$ cat src/rtl/usb_defines.svh
// usb list unpack defines: address, word, descriptor and service ratio widths
`ifndef USB_DEFINES_SVH
`define USB_DEFINES_SVH

// descriptor address, 16-byte aligned, bits 31:4 of the byte address
`define USB_ADDR_W 28

// dma word width
`define USB_WORD_W 32

// dma words per ED or TD
`define USB_DESC_WORDS 4

// control/bulk service ratio field (HcControl.CBSR)
`define USB_CBSR_W 2

`endif

$ cat src/rtl/usb_ohci_pkg.sv
// usb ohci memory formats: ED and TD layouts as they arrive from the dma
`include "usb_defines.svh"

package usb_ohci_pkg;

    // control word bit that tells the host controller to skip the ED
    localparam int unsigned ed_skip_bit = 14;

    // HeadP dword of an ED
    typedef struct packed {
        logic [`USB_ADDR_W-1:0] addr;    // first TD of the queue
        logic [1:0]             zero;
        logic                   carry;   // toggle carry
        logic                   halted;  // set by hc on error
    } head_p_t;

    // word 0 sits in the low 32 bits, word 3 in the top
    typedef struct packed {
        logic [`USB_ADDR_W-1:0] next_ed;
        logic [3:0]             next_ed_rsvd;
        head_p_t                head_p;
        logic [`USB_ADDR_W-1:0] tail_p;  // HeadP == TailP means no TD queued
        logic [3:0]             tail_p_rsvd;
        logic [`USB_WORD_W-1:0] control; // fa, en, dir, speed, skip, format, mps
    } ed_t;

    // general TD
    typedef struct packed {
        logic [`USB_WORD_W-1:0] be;      // buffer end
        logic [`USB_ADDR_W-1:0] next_td;
        logic [3:0]             next_td_rsvd;
        logic [`USB_WORD_W-1:0] cbp;     // current buffer pointer
        logic [`USB_WORD_W-1:0] control;
    } td_t;

endpackage

$ cat src/rtl/usb_list_pkg.sv
// usb list control types: kind of list being walked and kind of fetch in flight
package usb_list_pkg;

    // list the walk was started on
    typedef enum logic [1:0] {
        list_control   = 2'd0,
        list_bulk      = 2'd1,
        list_interrupt = 2'd2,
        list_iso       = 2'd3
    } list_kind_e;

    // what the list service is asked to fetch
    typedef enum logic {
        fetch_ed = 1'b0,
        fetch_td = 1'b1
    } fetch_kind_e;

endpackage

$ cat src/rtl/usb_desc_assembler.sv
// usb descriptor assembler gathering four dma words into one ED or TD
`timescale 1ns/1ps
`include "usb_defines.svh"

module usb_desc_assembler #(
    parameter type desc_t = logic [`USB_DESC_WORDS*`USB_WORD_W-1:0]
) (
    input  logic                  clk_i,
    input  logic                  rst_i,
    input  logic [`USB_WORD_W-1:0] word_i,
    input  logic                  word_valid_i,
    output logic                  word_ready_o,
    output desc_t                 desc_o,
    output logic                  desc_valid_o,
    input  logic                  take_i
);

    localparam int unsigned idx_w = $clog2(`USB_DESC_WORDS);

    logic [idx_w-1:0]                        idx_q;      // next slot to fill
    logic [`USB_DESC_WORDS*`USB_WORD_W-1:0] slots_q;    // payload
    logic                                    full_q;
    logic                                    accept;

    assign word_ready_o = !full_q;                  // stall while descriptor waits
    assign accept       = word_valid_i && word_ready_o;

    // word index and full flag
    always_ff @(posedge clk_i) begin
        if (rst_i) begin
            idx_q  <= '0;
            full_q <= 1'b0;
        end else begin
            if (accept) begin
                idx_q <= idx_q + 1'b1;                 // wraps after last word
                if (idx_q == idx_w'(`USB_DESC_WORDS - 1)) begin
                    full_q <= 1'b1;                    // valid from next cycle
                end
            end
            if (take_i) begin
                full_q <= 1'b0;
            end
        end
    end

    // word n lands in slot n with word 0 lowest
    always_ff @(posedge clk_i) begin
        if (accept) begin
            slots_q[idx_q*`USB_WORD_W +: `USB_WORD_W] <= word_i;
        end
    end

    assign desc_o       = desc_t'(slots_q);
    assign desc_valid_o = full_q;

endmodule

$ cat src/rtl/usb_ed_queue.sv
// usb ED queue: firstin is being served while secondin holds the prefetched ED
`timescale 1ns/1ps
`include "usb_defines.svh"

module usb_ed_queue import usb_ohci_pkg::*; (
    input  logic                   clk_i,
    input  logic                   rst_i,
    input  ed_t                    ed_i,
    input  logic [`USB_ADDR_W-1:0] ed_addr_i,
    input  logic                   load_i,
    input  logic                   pop_i,
    output ed_t                    firstin_o,
    output logic [`USB_ADDR_W-1:0] firstin_addr_o,
    output logic                   firstin_valid_o,
    output ed_t                    secondin_o,
    output logic                   secondin_empty_o
);

    ed_t                    first_q;
    ed_t                    second_q;
    logic [`USB_ADDR_W-1:0] first_addr_q;
    logic [`USB_ADDR_W-1:0] second_addr_q;
    logic                   first_valid_q;
    logic                   second_valid_q;
    logic                   move_q;       // pop seen last cycle
    logic                   move;
    logic                   load_first;
    logic                   load_second;

    assign move        = move_q && second_valid_q;
    // only an empty queue loads straight into firstin
    // during a move secondin is still occupied, so the load goes behind it
    assign load_first  = load_i && !first_valid_q && !second_valid_q;
    assign load_second = load_i && (first_valid_q || second_valid_q);

    always_ff @(posedge clk_i) begin
        if (rst_i) begin
            first_valid_q  <= 1'b0;
            second_valid_q <= 1'b0;
            move_q         <= 1'b0;
        end else begin
            move_q <= pop_i;
            if (pop_i) begin
                first_valid_q <= 1'b0;            // retire firstin
            end else if (move || load_first) begin
                first_valid_q <= 1'b1;
            end
            if (move) begin
                second_valid_q <= 1'b0;           // secondin moved up
            end
            if (load_second) begin
                second_valid_q <= 1'b1;           // wins over the move clear
            end
        end
    end

    // ED payload and its address travel together
    always_ff @(posedge clk_i) begin
        if (move) begin
            first_q      <= second_q;
            first_addr_q <= second_addr_q;
        end else if (load_first) begin
            first_q      <= ed_i;
            first_addr_q <= ed_addr_i;
        end
        if (load_second) begin
            second_q      <= ed_i;
            second_addr_q <= ed_addr_i;
        end
    end

    assign firstin_o        = first_q;
    assign firstin_addr_o   = first_addr_q;
    assign firstin_valid_o  = first_valid_q;
    assign secondin_o       = second_q;
    assign secondin_empty_o = !second_valid_q;

endmodule

$ cat src/rtl/usb_cb_ratio_counter.sv
// usb control/bulk ratio counter: flags when cbsr+1 control TDs have been served
`timescale 1ns/1ps
`include "usb_defines.svh"

module usb_cb_ratio_counter (
    input  logic                   clk_i,
    input  logic                   rst_i,
    input  logic [`USB_CBSR_W-1:0] cbsr_i,
    input  logic                   served_control_i,
    input  logic                   served_bulk_i,
    input  logic                   restart_i,
    output logic                   ratio_reached_o
);

    logic [`USB_CBSR_W:0] count_q;   // one bit wider, holds cbsr+1
    logic [`USB_CBSR_W:0] limit;

    assign limit           = {1'b0, cbsr_i} + 1'b1;
    assign ratio_reached_o = (count_q == limit);

    always_ff @(posedge clk_i) begin
        if (rst_i || restart_i || served_bulk_i) begin
            count_q <= '0;                         // bulk turn resets the ratio
        end else if (served_control_i && !ratio_reached_o) begin
            count_q <= count_q + 1'b1;             // saturates at the limit
        end
    end

endmodule

$ cat src/rtl/usb_unpack_descriptors.sv
// usb descriptor unpacker: picks the next fetch, steers dma words, runs the ED exit sequence
`timescale 1ns/1ps
`include "usb_defines.svh"

module usb_unpack_descriptors import usb_ohci_pkg::*; import usb_list_pkg::*; (
    input  logic                   clk_i,
    input  logic                   rst_i,
    input  logic                   list_start_i,
    input  logic [`USB_ADDR_W-1:0] list_head_i,
    input  list_kind_e             list_kind_i,
    output logic                   next_valid_o,
    output fetch_kind_e            next_kind_o,
    output logic [`USB_ADDR_W-1:0] next_address_o,
    input  logic                   next_ready_i,
    input  logic                   dma_valid_i,
    output logic                   dma_ready_o,
    output logic                   ed_word_valid_o,
    input  logic                   ed_word_ready_i,
    input  logic                   ed_valid_i,
    output logic                   ed_take_o,
    output logic [`USB_ADDR_W-1:0] ed_addr_o,
    output logic                   td_word_valid_o,
    input  logic                   td_word_ready_i,
    input  ed_t                    firstin_i,
    input  logic [`USB_ADDR_W-1:0] firstin_addr_i,
    input  logic                   firstin_valid_i,
    input  logic                   secondin_empty_i,
    output logic                   pop_o,
    input  td_t                    td_i,
    input  logic                   td_valid_i,
    output logic                   td_take_o,
    output logic                   processed_valid_o,
    output logic [`USB_ADDR_W-1:0] processed_ed_addr_o,
    output logic [`USB_WORD_W-1:0] processed_head_p_o,
    output logic [`USB_ADDR_W-1:0] current_ed_o,
    output logic                   current_ed_valid_o,
    output logic                   list_done_o,
    output logic                   served_control_o,
    output logic                   served_bulk_o,
    output logic                   restart_o
);

    typedef enum logic [1:0] {st_idle, st_req, st_data} fetch_state_e;

    fetch_state_e           state_q;
    fetch_kind_e            kind_q;      // kind of the fetch in flight
    logic [`USB_ADDR_W-1:0] addr_q;
    list_kind_e             list_kind_q;
    logic [`USB_WORD_W-1:0] head_p_q;    // write-back value
    logic                   busy_q;      // firstin already in service
    logic                   succ_q;      // successor of firstin requested
    logic                   proc_q;
    logic                   cur_q;
    logic                   pop_q;
    logic                   inactive;
    logic                   want_ed;
    logic                   want_td;
    logic                   skip_go;
    logic                   fetch_done;

    // skip, halted and empty tests on firstin
    assign inactive = firstin_i.control[ed_skip_bit] || firstin_i.head_p.halted
                   || (firstin_i.head_p.addr == firstin_i.tail_p);
    assign skip_go  = firstin_valid_i && !busy_q && inactive;
    // prefetch the next ED first, then the head TD
    assign want_ed  = firstin_valid_i && secondin_empty_i && !succ_q && !pop_q
                   && (firstin_i.next_ed != '0);
    assign want_td  = firstin_valid_i && !busy_q && !inactive && !want_ed;
    assign fetch_done = (kind_q == fetch_ed) ? ed_valid_i : td_valid_i;

    // fetch sequencer, one fetch in flight
    always_ff @(posedge clk_i) begin
        if (rst_i) begin
            state_q <= st_idle;
            busy_q  <= 1'b0;
            succ_q  <= 1'b0;
        end else begin
            if (pop_q) begin
                busy_q <= 1'b0;
                succ_q <= 1'b0;
            end
            if (skip_go) begin
                busy_q <= 1'b1;
            end
            case (state_q)
                st_idle: begin
                    if (list_start_i || want_ed || want_td) begin
                        state_q <= st_req;
                    end
                    if (!list_start_i && want_ed) begin
                        succ_q <= 1'b1;
                    end
                    if (!list_start_i && want_td) begin
                        busy_q <= 1'b1;
                    end
                end
                st_req: begin
                    if (next_ready_i) begin
                        state_q <= st_data;           // fields held until here
                    end
                end
                default: begin
                    if (fetch_done) begin
                        state_q <= st_idle;           // descriptor complete
                    end
                end
            endcase
        end
    end

    // request fields are only loaded while idle
    always_ff @(posedge clk_i) begin
        if (state_q == st_idle) begin
            if (list_start_i) begin
                kind_q      <= fetch_ed;
                addr_q      <= list_head_i;
                list_kind_q <= list_kind_i;
            end else if (want_ed) begin
                kind_q <= fetch_ed;
                addr_q <= firstin_i.next_ed;
            end else begin
                kind_q <= fetch_td;
                addr_q <= firstin_i.head_p.addr;
            end
        end
        if (td_valid_i) begin
            // new HeadP: served TD's next_td, carry and halted unchanged
            head_p_q <= {td_i.next_td, 2'b00, firstin_i.head_p.carry, firstin_i.head_p.halted};
        end
    end

    // exit sequence: served -> processed -> current ED -> pop
    always_ff @(posedge clk_i) begin
        if (rst_i) begin
            proc_q <= 1'b0;
            cur_q  <= 1'b0;
            pop_q  <= 1'b0;
        end else begin
            proc_q <= td_valid_i;
            cur_q  <= proc_q || skip_go;        // skipped ED enters here
            pop_q  <= cur_q;
        end
    end

    assign next_valid_o   = (state_q == st_req);
    assign next_kind_o    = kind_q;
    assign next_address_o = addr_q;

    // dma path selector
    assign ed_word_valid_o = dma_valid_i && (state_q == st_data) && (kind_q == fetch_ed);
    assign td_word_valid_o = dma_valid_i && (state_q == st_data) && (kind_q == fetch_td);
    assign dma_ready_o     = (state_q == st_data)
                          && ((kind_q == fetch_ed) ? ed_word_ready_i : td_word_ready_i);

    assign ed_take_o = ed_valid_i;               // queue loads right away
    assign ed_addr_o = addr_q;
    assign td_take_o = td_valid_i;

    assign processed_valid_o   = proc_q;
    assign processed_ed_addr_o = firstin_addr_i;
    assign processed_head_p_o  = head_p_q;
    assign current_ed_o        = firstin_i.next_ed;
    assign current_ed_valid_o  = cur_q;
    assign pop_o               = pop_q;
    assign list_done_o         = pop_q && (firstin_i.next_ed == '0) && secondin_empty_i;

    // served TD counts toward the control/bulk ratio
    assign served_control_o = td_valid_i && (list_kind_q == list_control);
    assign served_bulk_o    = td_valid_i && (list_kind_q == list_bulk);
    assign restart_o        = list_start_i;

endmodule

$ cat src/rtl/usb_list_unpack_top.sv
// usb list unpack top: ED/TD assemblers, ED queue, unpacker and ratio counter
`timescale 1ns/1ps
`include "usb_defines.svh"

module usb_list_unpack_top import usb_ohci_pkg::*; import usb_list_pkg::*; (
    input  logic                   clk_i,
    input  logic                   rst_i,
    input  logic [`USB_CBSR_W-1:0] cbsr_i,
    input  logic                   list_start_i,
    input  logic [`USB_ADDR_W-1:0] list_head_i,
    input  list_kind_e             list_kind_i,
    output logic                   next_valid_o,
    output fetch_kind_e            next_kind_o,
    output logic [`USB_ADDR_W-1:0] next_address_o,
    input  logic                   next_ready_i,
    input  logic [`USB_WORD_W-1:0] dma_data_i,
    input  logic                   dma_valid_i,
    output logic                   dma_ready_o,
    output logic                   processed_valid_o,
    output logic [`USB_ADDR_W-1:0] processed_ed_addr_o,
    output logic [`USB_WORD_W-1:0] processed_head_p_o,
    output logic [`USB_ADDR_W-1:0] current_ed_o,
    output logic                   current_ed_valid_o,
    output logic                   list_done_o,
    output logic                   ratio_reached_o
);

    // ED path
    logic                   ed_word_valid;
    logic                   ed_word_ready;
    ed_t                    ed_desc;
    logic                   ed_valid;
    logic                   ed_take;
    logic [`USB_ADDR_W-1:0] ed_addr;
    // TD path
    logic                   td_word_valid;
    logic                   td_word_ready;
    td_t                    td_desc;
    logic                   td_valid;
    logic                   td_take;
    // queue status
    ed_t                    firstin;
    logic [`USB_ADDR_W-1:0] firstin_addr;
    logic                   firstin_valid;
    logic                   secondin_empty;
    logic                   pop;
    // ratio counter events
    logic                   served_control;
    logic                   served_bulk;
    logic                   restart;

    usb_desc_assembler #(.desc_t(ed_t)) u_ed_asm (
        .clk_i, .rst_i,
        .word_i       (dma_data_i),
        .word_valid_i (ed_word_valid),
        .word_ready_o (ed_word_ready),
        .desc_o       (ed_desc),
        .desc_valid_o (ed_valid),
        .take_i       (ed_take)
    );

    usb_desc_assembler #(.desc_t(td_t)) u_td_asm (
        .clk_i, .rst_i,
        .word_i       (dma_data_i),
        .word_valid_i (td_word_valid),
        .word_ready_o (td_word_ready),
        .desc_o       (td_desc),
        .desc_valid_o (td_valid),
        .take_i       (td_take)
    );

    usb_ed_queue u_ed_queue (
        .clk_i, .rst_i,
        .ed_i             (ed_desc),
        .ed_addr_i        (ed_addr),
        .load_i           (ed_take),        // the assembler's take is the load
        .pop_i            (pop),
        .firstin_o        (firstin),
        .firstin_addr_o   (firstin_addr),
        .firstin_valid_o  (firstin_valid),
        .secondin_o       (),
        .secondin_empty_o (secondin_empty)
    );

    usb_unpack_descriptors u_unpack (
        .clk_i, .rst_i,
        .list_start_i, .list_head_i, .list_kind_i,
        .next_valid_o, .next_kind_o, .next_address_o, .next_ready_i,
        .dma_valid_i, .dma_ready_o,
        .ed_word_valid_o  (ed_word_valid),
        .ed_word_ready_i  (ed_word_ready),
        .ed_valid_i       (ed_valid),
        .ed_take_o        (ed_take),
        .ed_addr_o        (ed_addr),
        .td_word_valid_o  (td_word_valid),
        .td_word_ready_i  (td_word_ready),
        .firstin_i        (firstin),
        .firstin_addr_i   (firstin_addr),
        .firstin_valid_i  (firstin_valid),
        .secondin_empty_i (secondin_empty),
        .pop_o            (pop),
        .td_i             (td_desc),
        .td_valid_i       (td_valid),
        .td_take_o        (td_take),
        .processed_valid_o, .processed_ed_addr_o, .processed_head_p_o,
        .current_ed_o, .current_ed_valid_o, .list_done_o,
        .served_control_o (served_control),
        .served_bulk_o    (served_bulk),
        .restart_o        (restart)
    );

    usb_cb_ratio_counter u_cb_ratio (
        .clk_i, .rst_i, .cbsr_i,
        .served_control_i (served_control),
        .served_bulk_i    (served_bulk),
        .restart_i        (restart),
        .ratio_reached_o
    );

endmodule

$ cat config.mk
export PLATFORM = sky130hd
export DESIGN_NAME = usb_list_unpack_top
export DESIGN_NICKNAME = d
export VERILOG_FILES = /design/src/rtl/usb_ohci_pkg.sv /design/src/rtl/usb_list_pkg.sv /design/src/rtl/usb_desc_assembler.sv /design/src/rtl/usb_ed_queue.sv /design/src/rtl/usb_cb_ratio_counter.sv /design/src/rtl/usb_unpack_descriptors.sv /design/src/rtl/usb_list_unpack_top.sv
export VERILOG_INCLUDE_DIRS = /design/src /design/src/rtl
export SDC_FILE = /design/constraint.sdc
export NUM_CORES = 1
export LEC_CHECK = 0
export BUFFER_PORTS_ARGS = -buffer_cell sky130_fd_sc_hd__buf_4
export CORE_MARGIN = 8
export CORE_UTILIZATION = 45
export DETAILED_ROUTE_END_ITERATION = 8
export PLACE_DENSITY = 0.67
export SLEW_MARGIN = 20
export SYNTH_ARGS = -nofsm -noshare
export SYNTH_HDL_FRONTEND = slang
export SYNTH_SLANG_ARGS = --single-unit
$ cat constraint.sdc
create_clock -name clk_i -period 8.3 [get_ports clk_i]
set_input_delay 0.415 -clock clk_i [delete_from_list [all_inputs] [get_ports clk_i]]
set_output_delay 0.415 -clock clk_i [all_outputs]
set_load 0.1 [all_outputs]
### Yosys cells after proc, flatten, opt, wreduce, memory -nomap -nowiden

Index checks and enable logic that the tools add are counted.

* bits in registers: 621
* input bits: 69
* output and inout bits: 123
* logic and storage cells: 142

* add/sub/neg operators: 6
* equal/unequal tests: 9
* shifts and indexed selects: 4
* muxes and demuxes: 26
* bitwise logic cells: 3
* reduce and logical (&&, ||, !) cells: 57

Operators with widths (count)
* 128-bit bitwise mux: 2
* 128-bit two-way mux: 2
* 32-bit by 34-bit variable shift with 128-bit output, first input constant: 2
* 32-bit by 34-bit indexed part select with 128-bit output: 2
* 28-bit two-way mux: 4
* 7-bit negation with 34-bit output: 2
* 28-bit == test: 1
* 28-bit logical NOT: 1
* 28-bit nonzero test: 1
* 1-bit logical AND: 25
* 1-bit two-way mux: 14
* 1-bit logical NOT: 11
* 1-bit logical OR: 9
* 2-bit == test, second input constant: 3
* 2-bit two-way mux: 3
* 3-bit OR reduction: 2
* 2-bit by 1-bit adder with 2-bit output, second input constant: 2
* 2-bit by 1-bit == test with 1-bit output, second input constant: 2
* 2-bit logical NOT: 2
* 2-bit by 1-bit inequality test with 1-bit output, second input constant: 2
* 2-bit one-hot mux with 2 select lines: 1
* 2-bit nonzero test: 2
* 2-bit by 1-bit adder with 3-bit output, second input constant: 1
* 3-bit by 1-bit adder with 3-bit output, second input constant: 1
* other kinds (6): 8

### Logic depth before layout (Yosys ltp)

* word-level depth: 10
* mapped depth: 6
* mapped depth without buffers: 6

### Hierarchy

Synthesis repeated with hierarchy kept, for this count alone.

* cell total of the unflattened synthesis: 1476
* area total of the unflattened synthesis: 25924.9 µm²

By module, submodules not included
* usb_ed_queue: instances 1, cells each 501, area an instance 11797.6 µm², sequential area each 9429.0 µm²
* usb_desc_assembler (u_ed_asm): instances 1, cells each 305, area an instance 5029.8 µm², sequential area each 3903.7 µm²
* usb_desc_assembler (u_td_asm): instances 1, cells each 301, area an instance 4996.0 µm², sequential area each 3903.7 µm²
* usb_unpack_descriptors: instances 1, cells each 341, area an instance 3852.4 µm², sequential area each 1971.9 µm²
* usb_cb_ratio_counter: instances 1, cells each 28, area an instance 249.0 µm², sequential area each 60.1 µm²

### Least setup slack after synthesis

OpenSTA, ideal clock, no wires.

* path type: reg-to-reg
* from: reg u_ed_queue.first_valid_q, in the netlist u_ed_queue.firstin_valid_o
* to: reg u_ed_queue.second_addr_q[0], enable pin
* setup time: 0.606 ns
* arrival time: 5.604 ns
* data required time: 7.694 ns
* slack: 2.090 ns
* cell stages (with the launch flop): 3
* buffers on the path: 0
* clock period less this slack: 6.210 ns
* cells stage by stage: dfxtp_1 -> nor2_1 -> nor2b_1

* longest elaborated chain between the ends: 2

Ends and longest elaborated chain
* start: declaration: line usb_ed_queue.sv:23 `logic first_valid_q;`
* start signal: assignment: line usb_ed_queue.sv:38 `first_valid_q <= 1'b0;`
* start signal: assignment: line usb_ed_queue.sv:44 `first_valid_q <= 1'b0;`
* start signal: assignment: line usb_ed_queue.sv:46 `first_valid_q <= 1'b1;`
* 1-bit logical OR: line usb_ed_queue.sv:34 `assign load_second = load_i && (first_valid_q || second_valid_q);`
* 1-bit logical AND: line usb_ed_queue.sv:34
* named net u_ed_queue.load_second: line usb_ed_queue.sv:28 `logic load_second;`
* end signal: assignment: line usb_ed_queue.sv:68 `second_addr_q <= ed_addr_i;`
* end: declaration: line usb_ed_queue.sv:22 `` logic [`USB_ADDR_W-1:0] second_addr_q; ``

The timed path passes the listed nets, and every way through them passes these cells.
A chain may end at the register's enable or synchronous reset.

### Worst setup path in the final report

* from: reg u_ed_queue.first_q (netlist bit u_ed_queue.firstin_o[101])
* to: out list_done_o

* longest elaborated chain between the ends: 3

Ends and longest elaborated chain
* start: declaration: line usb_ed_queue.sv:19 `ed_t first_q;`
* start signal: assignment: line usb_ed_queue.sv:60 `first_q <= second_q;`
* start signal: assignment: line usb_ed_queue.sv:63 `first_q <= ed_i;`
* 28-bit logical NOT: line usb_unpack_descriptors.sv:165 `assign list_done_o = pop_q && (firstin_i.next_ed == '0) && secondin_empty_i;`
* 1-bit logical AND (2 in a row): line usb_unpack_descriptors.sv:165
* end: declaration: line usb_list_unpack_top.sv:24 `output logic list_done_o,`

Every way passes these cells.

==> results.toml <==
[status]
status = "finished clean"

[critical_path]
worstPathMaxFanout = 3
worstSetupEndpoint = "list_done_o"
crit_type = "reg -> out"
reg2regPathDepth = 3
ff2ff_setup_slack_ps = 5260
endpoint_kind = "primary output"
critPathSlowestCell = "nor4_1"
crit_top_cell = "nor4_1"
worstPathCellList = "nor4_1, nand4_1, nor4_1, buf_4"
slowest_delay_ps = 490
crit_buf_inv = 1
cp.depth = 4
crit_start = "u_ed_queue.firstin_o[101]$_DFFE_PP_"
r2r_start = "u_ed_queue.second_valid_q$_SDFFE_PP0P_"
r2r-end = "u_ed_queue.firstin_o[37]$_DFFE_PP_"
arrival_ps = 2660
cp-start-kind = "register"
crit_required_ps = 7890
critPathTopFamily = "simple AND/OR/NAND/NOR gates"

[cts]
clk_path_buf_depth = 3
clock_latency_ps = 560
cts.htree.levels = 2
cts_setup_buffers = 0
cts_tree = "yes"
numCtsBuffers = 44
cts_hold_buf = 0
cts.sinks = 425
cts_resized = 0
clockRootBuffer = "clkbuf_16"
cts.clk_slew.worst_paths_ps = 60

[synthesis]
synth_async_sr_flop_share_pct = 0
ys_warn_count = 0
synth_fa_ha_area_share_pct = 0.833
synth_edf_count = 406
post_synth_and_or_nand_nor_area_fraction_pct = 7.32
synth_xor_area_share_pct = 1.86
synth-seq-area-share_pct = 76.1
ys_ff_latch = 425
synth.distinct_cells = 40
synth_cells = 946
synth_ff_type = "edfxtp_1"
avgSynthCellArea_sq_um = 17.5
synthMuxAreaShare_pct = 9.78
synth_compound_area_share_pct = 1.57
syn-cell-area_sq_um = 16500
synth_top_family_by_area = "multiplexers"

[placed_design]
dp_hpwl_um = 23100
port_buffers = 187
gp_congestion = 0.733

[routing]
vias = 8170
wl_per_cell_um = 21.3
wl_um = 34700
first_pass_iters = 5
viasPerCell = 5.00
drt_iter0_markers = 488
antenna_left = 0
drc = 0

[sta]
whs_ps = 39.5
period_minus_slack_ps = 3070
setup_viol = 0
max_slew_margin_pct = 27.4
tns_ps = 0
fin_skew_ps = 16.3
finalHoldViolCount = 0
worst_pin_slew_ps = 1080
maxSlewViolCount = 0
fmax_ghz = 0.326
rsz0062_at_grt = "false"
finalCritPeriodShare_pct = 37.0

[global_routing]
antenna_found_initial = 0
grt_pass1_wl_um = 52800
grt_max_degree = 74
grt_pass1_vias = 8478
grt-busiest-layer = "met2"
grt_usage_pct = 16.0
grt_use_met3_pct = 4.15
grt_overflow_total = 0
met2_usage_pct = 24.8
use_met1_pct = 22.2

[layout]
final_cell_mix = "edfxtp_1 (406), buf_4 (198), and2_1 (117)"
area_growth_pct = 19.5
drive_above_1_share_pct = 33.2
final_common_cell = "edfxtp_1"
nets = 1209

[power_and_ir_drop]
leakagePower_nw = 7.42
peakVddDrop_v = 0.000150
powerDensity_nw_per_um2 = 234

[die]
rows = 70
core_sq_um = 36300
die_h_um = 208
die_w_um = 208
initial_core_util_pct = 45.5
top_level_ports = 192
dieArea_sq_um = 43100

[run]
cap_violations = 0

[worst_hold_path]
hold_path_class = "in -> reg"
==> kinds of logic after synthesis <==
family | count (synthesis)
other cells | 1
fa+ha+maj | 11
flops | 425
xor+xnor | 35
compound gates | 43
simple gates | 213
buf+inv | 71
mux | 147
==> registers in the layout (all words and copies together), names as in the netlist, 3 cells and up <==
name,flops
u_cb_ratio.count_q,3
u_ed_asm.desc_o,87
u_ed_queue.firstin_addr_o,28
u_ed_queue.firstin_o,87
u_ed_queue.second_addr_q,28
u_ed_queue.secondin_o,87
u_td_asm.desc_o,28
u_unpack.ed_addr_o,28
u_unpack.processed_head_p_o,30
==> final cells by class <==
type / count / area (sq um)
antenna: 2 / 5.00
clock buffer: 60 / 1160
clock inverter: 21 / 294
fill: 2855 / 16600
inverter: 9 / 33.8
multi-input combinational: 451 / 3610
sequential: 425 / 12600
tap: 468 / 586
timing repair buffer: 198 / 1490
==> report_power, final <==
group / switching (mW) / internal (mW) / leakage (nW) / total (mW)
clock: 0.790 / 1.20 / 0.701 / 1.99
sequential: 0.0174 / 2.35 / 4.06 / 2.37
combinational: 0.188 / 0.0628 / 2.66 / 0.251
==> worst min-delay path by stage <==
stage          slack [ps]                     startpoint  cells after the start                                        end
5_1_grt                10                 list_kind_i[1]                      1          u_unpack.list_kind_q[1]$_DFFE_PP_
4_1_cts                10                 list_kind_i[1]                      1          u_unpack.list_kind_q[1]$_DFFE_PP_
6_report               40                 list_kind_i[0]                      1          u_unpack.list_kind_q[0]$_DFFE_PP_
2_1_floorplan         400  u_td_asm.desc_o[74]$_DFFE_PP_                      0  u_unpack.processed_head_p_o[10]$_DFFE_PP_
3_3_place_gp          400  u_td_asm.desc_o[85]$_DFFE_PP_                      0  u_unpack.processed_head_p_o[21]$_DFFE_PP_
3_5_place_dp          410  u_td_asm.desc_o[77]$_DFFE_PP_                      0  u_unpack.processed_head_p_o[13]$_DFFE_PP_
==> routing by layer <==
metal | vias to the layer above | routed length, um | part of all wire [%]
li1 | 3866 | - | -
met5 | - | 0 | 0
met2 | 229 | 15900 | 46
met4 | 0 | 646 | 1.9
met1 | 4027 | 16300 | 47
met3 | 48 | 1990 | 5.7
==> metrics by stage <==
step / setup WS, ps / total power, mW / instances / utilization [%] / cell area [sq um]
after floorplan: 2090 / 2.58 / 947 / - / 16500
after global placement: 5190 / 2.66 / 1551 / 50.3 / 18300
after global routing: 5000 / 4.75 / 1632 / 54.3 / 19700
final: 5230 / 4.61 / 1634 / 54.3 / 19700
after CTS: 5090 / 4.66 / 1632 / 54.3 / 19700
after detailed placement: 5130 / 2.67 / 1551 / 50.3 / 18300
==> worst reg2reg max path, stage by stage, from the launching register on <==
cell and delay [ps]:
dfxtp_1 440, nand2_4 490, nand2_4 1020, buf_4 690
==> synthesized netlist by cell type, types with 4 or more instances <==
library cell	instances	area share [%]
xnor2_1	4	0.21
ha_1	11	0.83
xor2_1	31	1.6
and2_1	120	4.5
inv_1	9	0.20
buf_1	6	0.14
clkbuf_1	18	0.41
buf_4	30	1.4
dfxtp_1	19	2.3
nor3_1	5	0.15
nand2_1	35	0.80
nor4_1	16	0.61
nor2_1	17	0.39
a21oi_1	6	0.18
o21ai_1	28	0.85
nor3b_1	5	0.23
mux2i_1	32	1.9
buf_2	5	0.15
edfxtp_1	406	74
mux2_2	115	7.8
No activity file was read; power rests on OpenSTA's default activity.
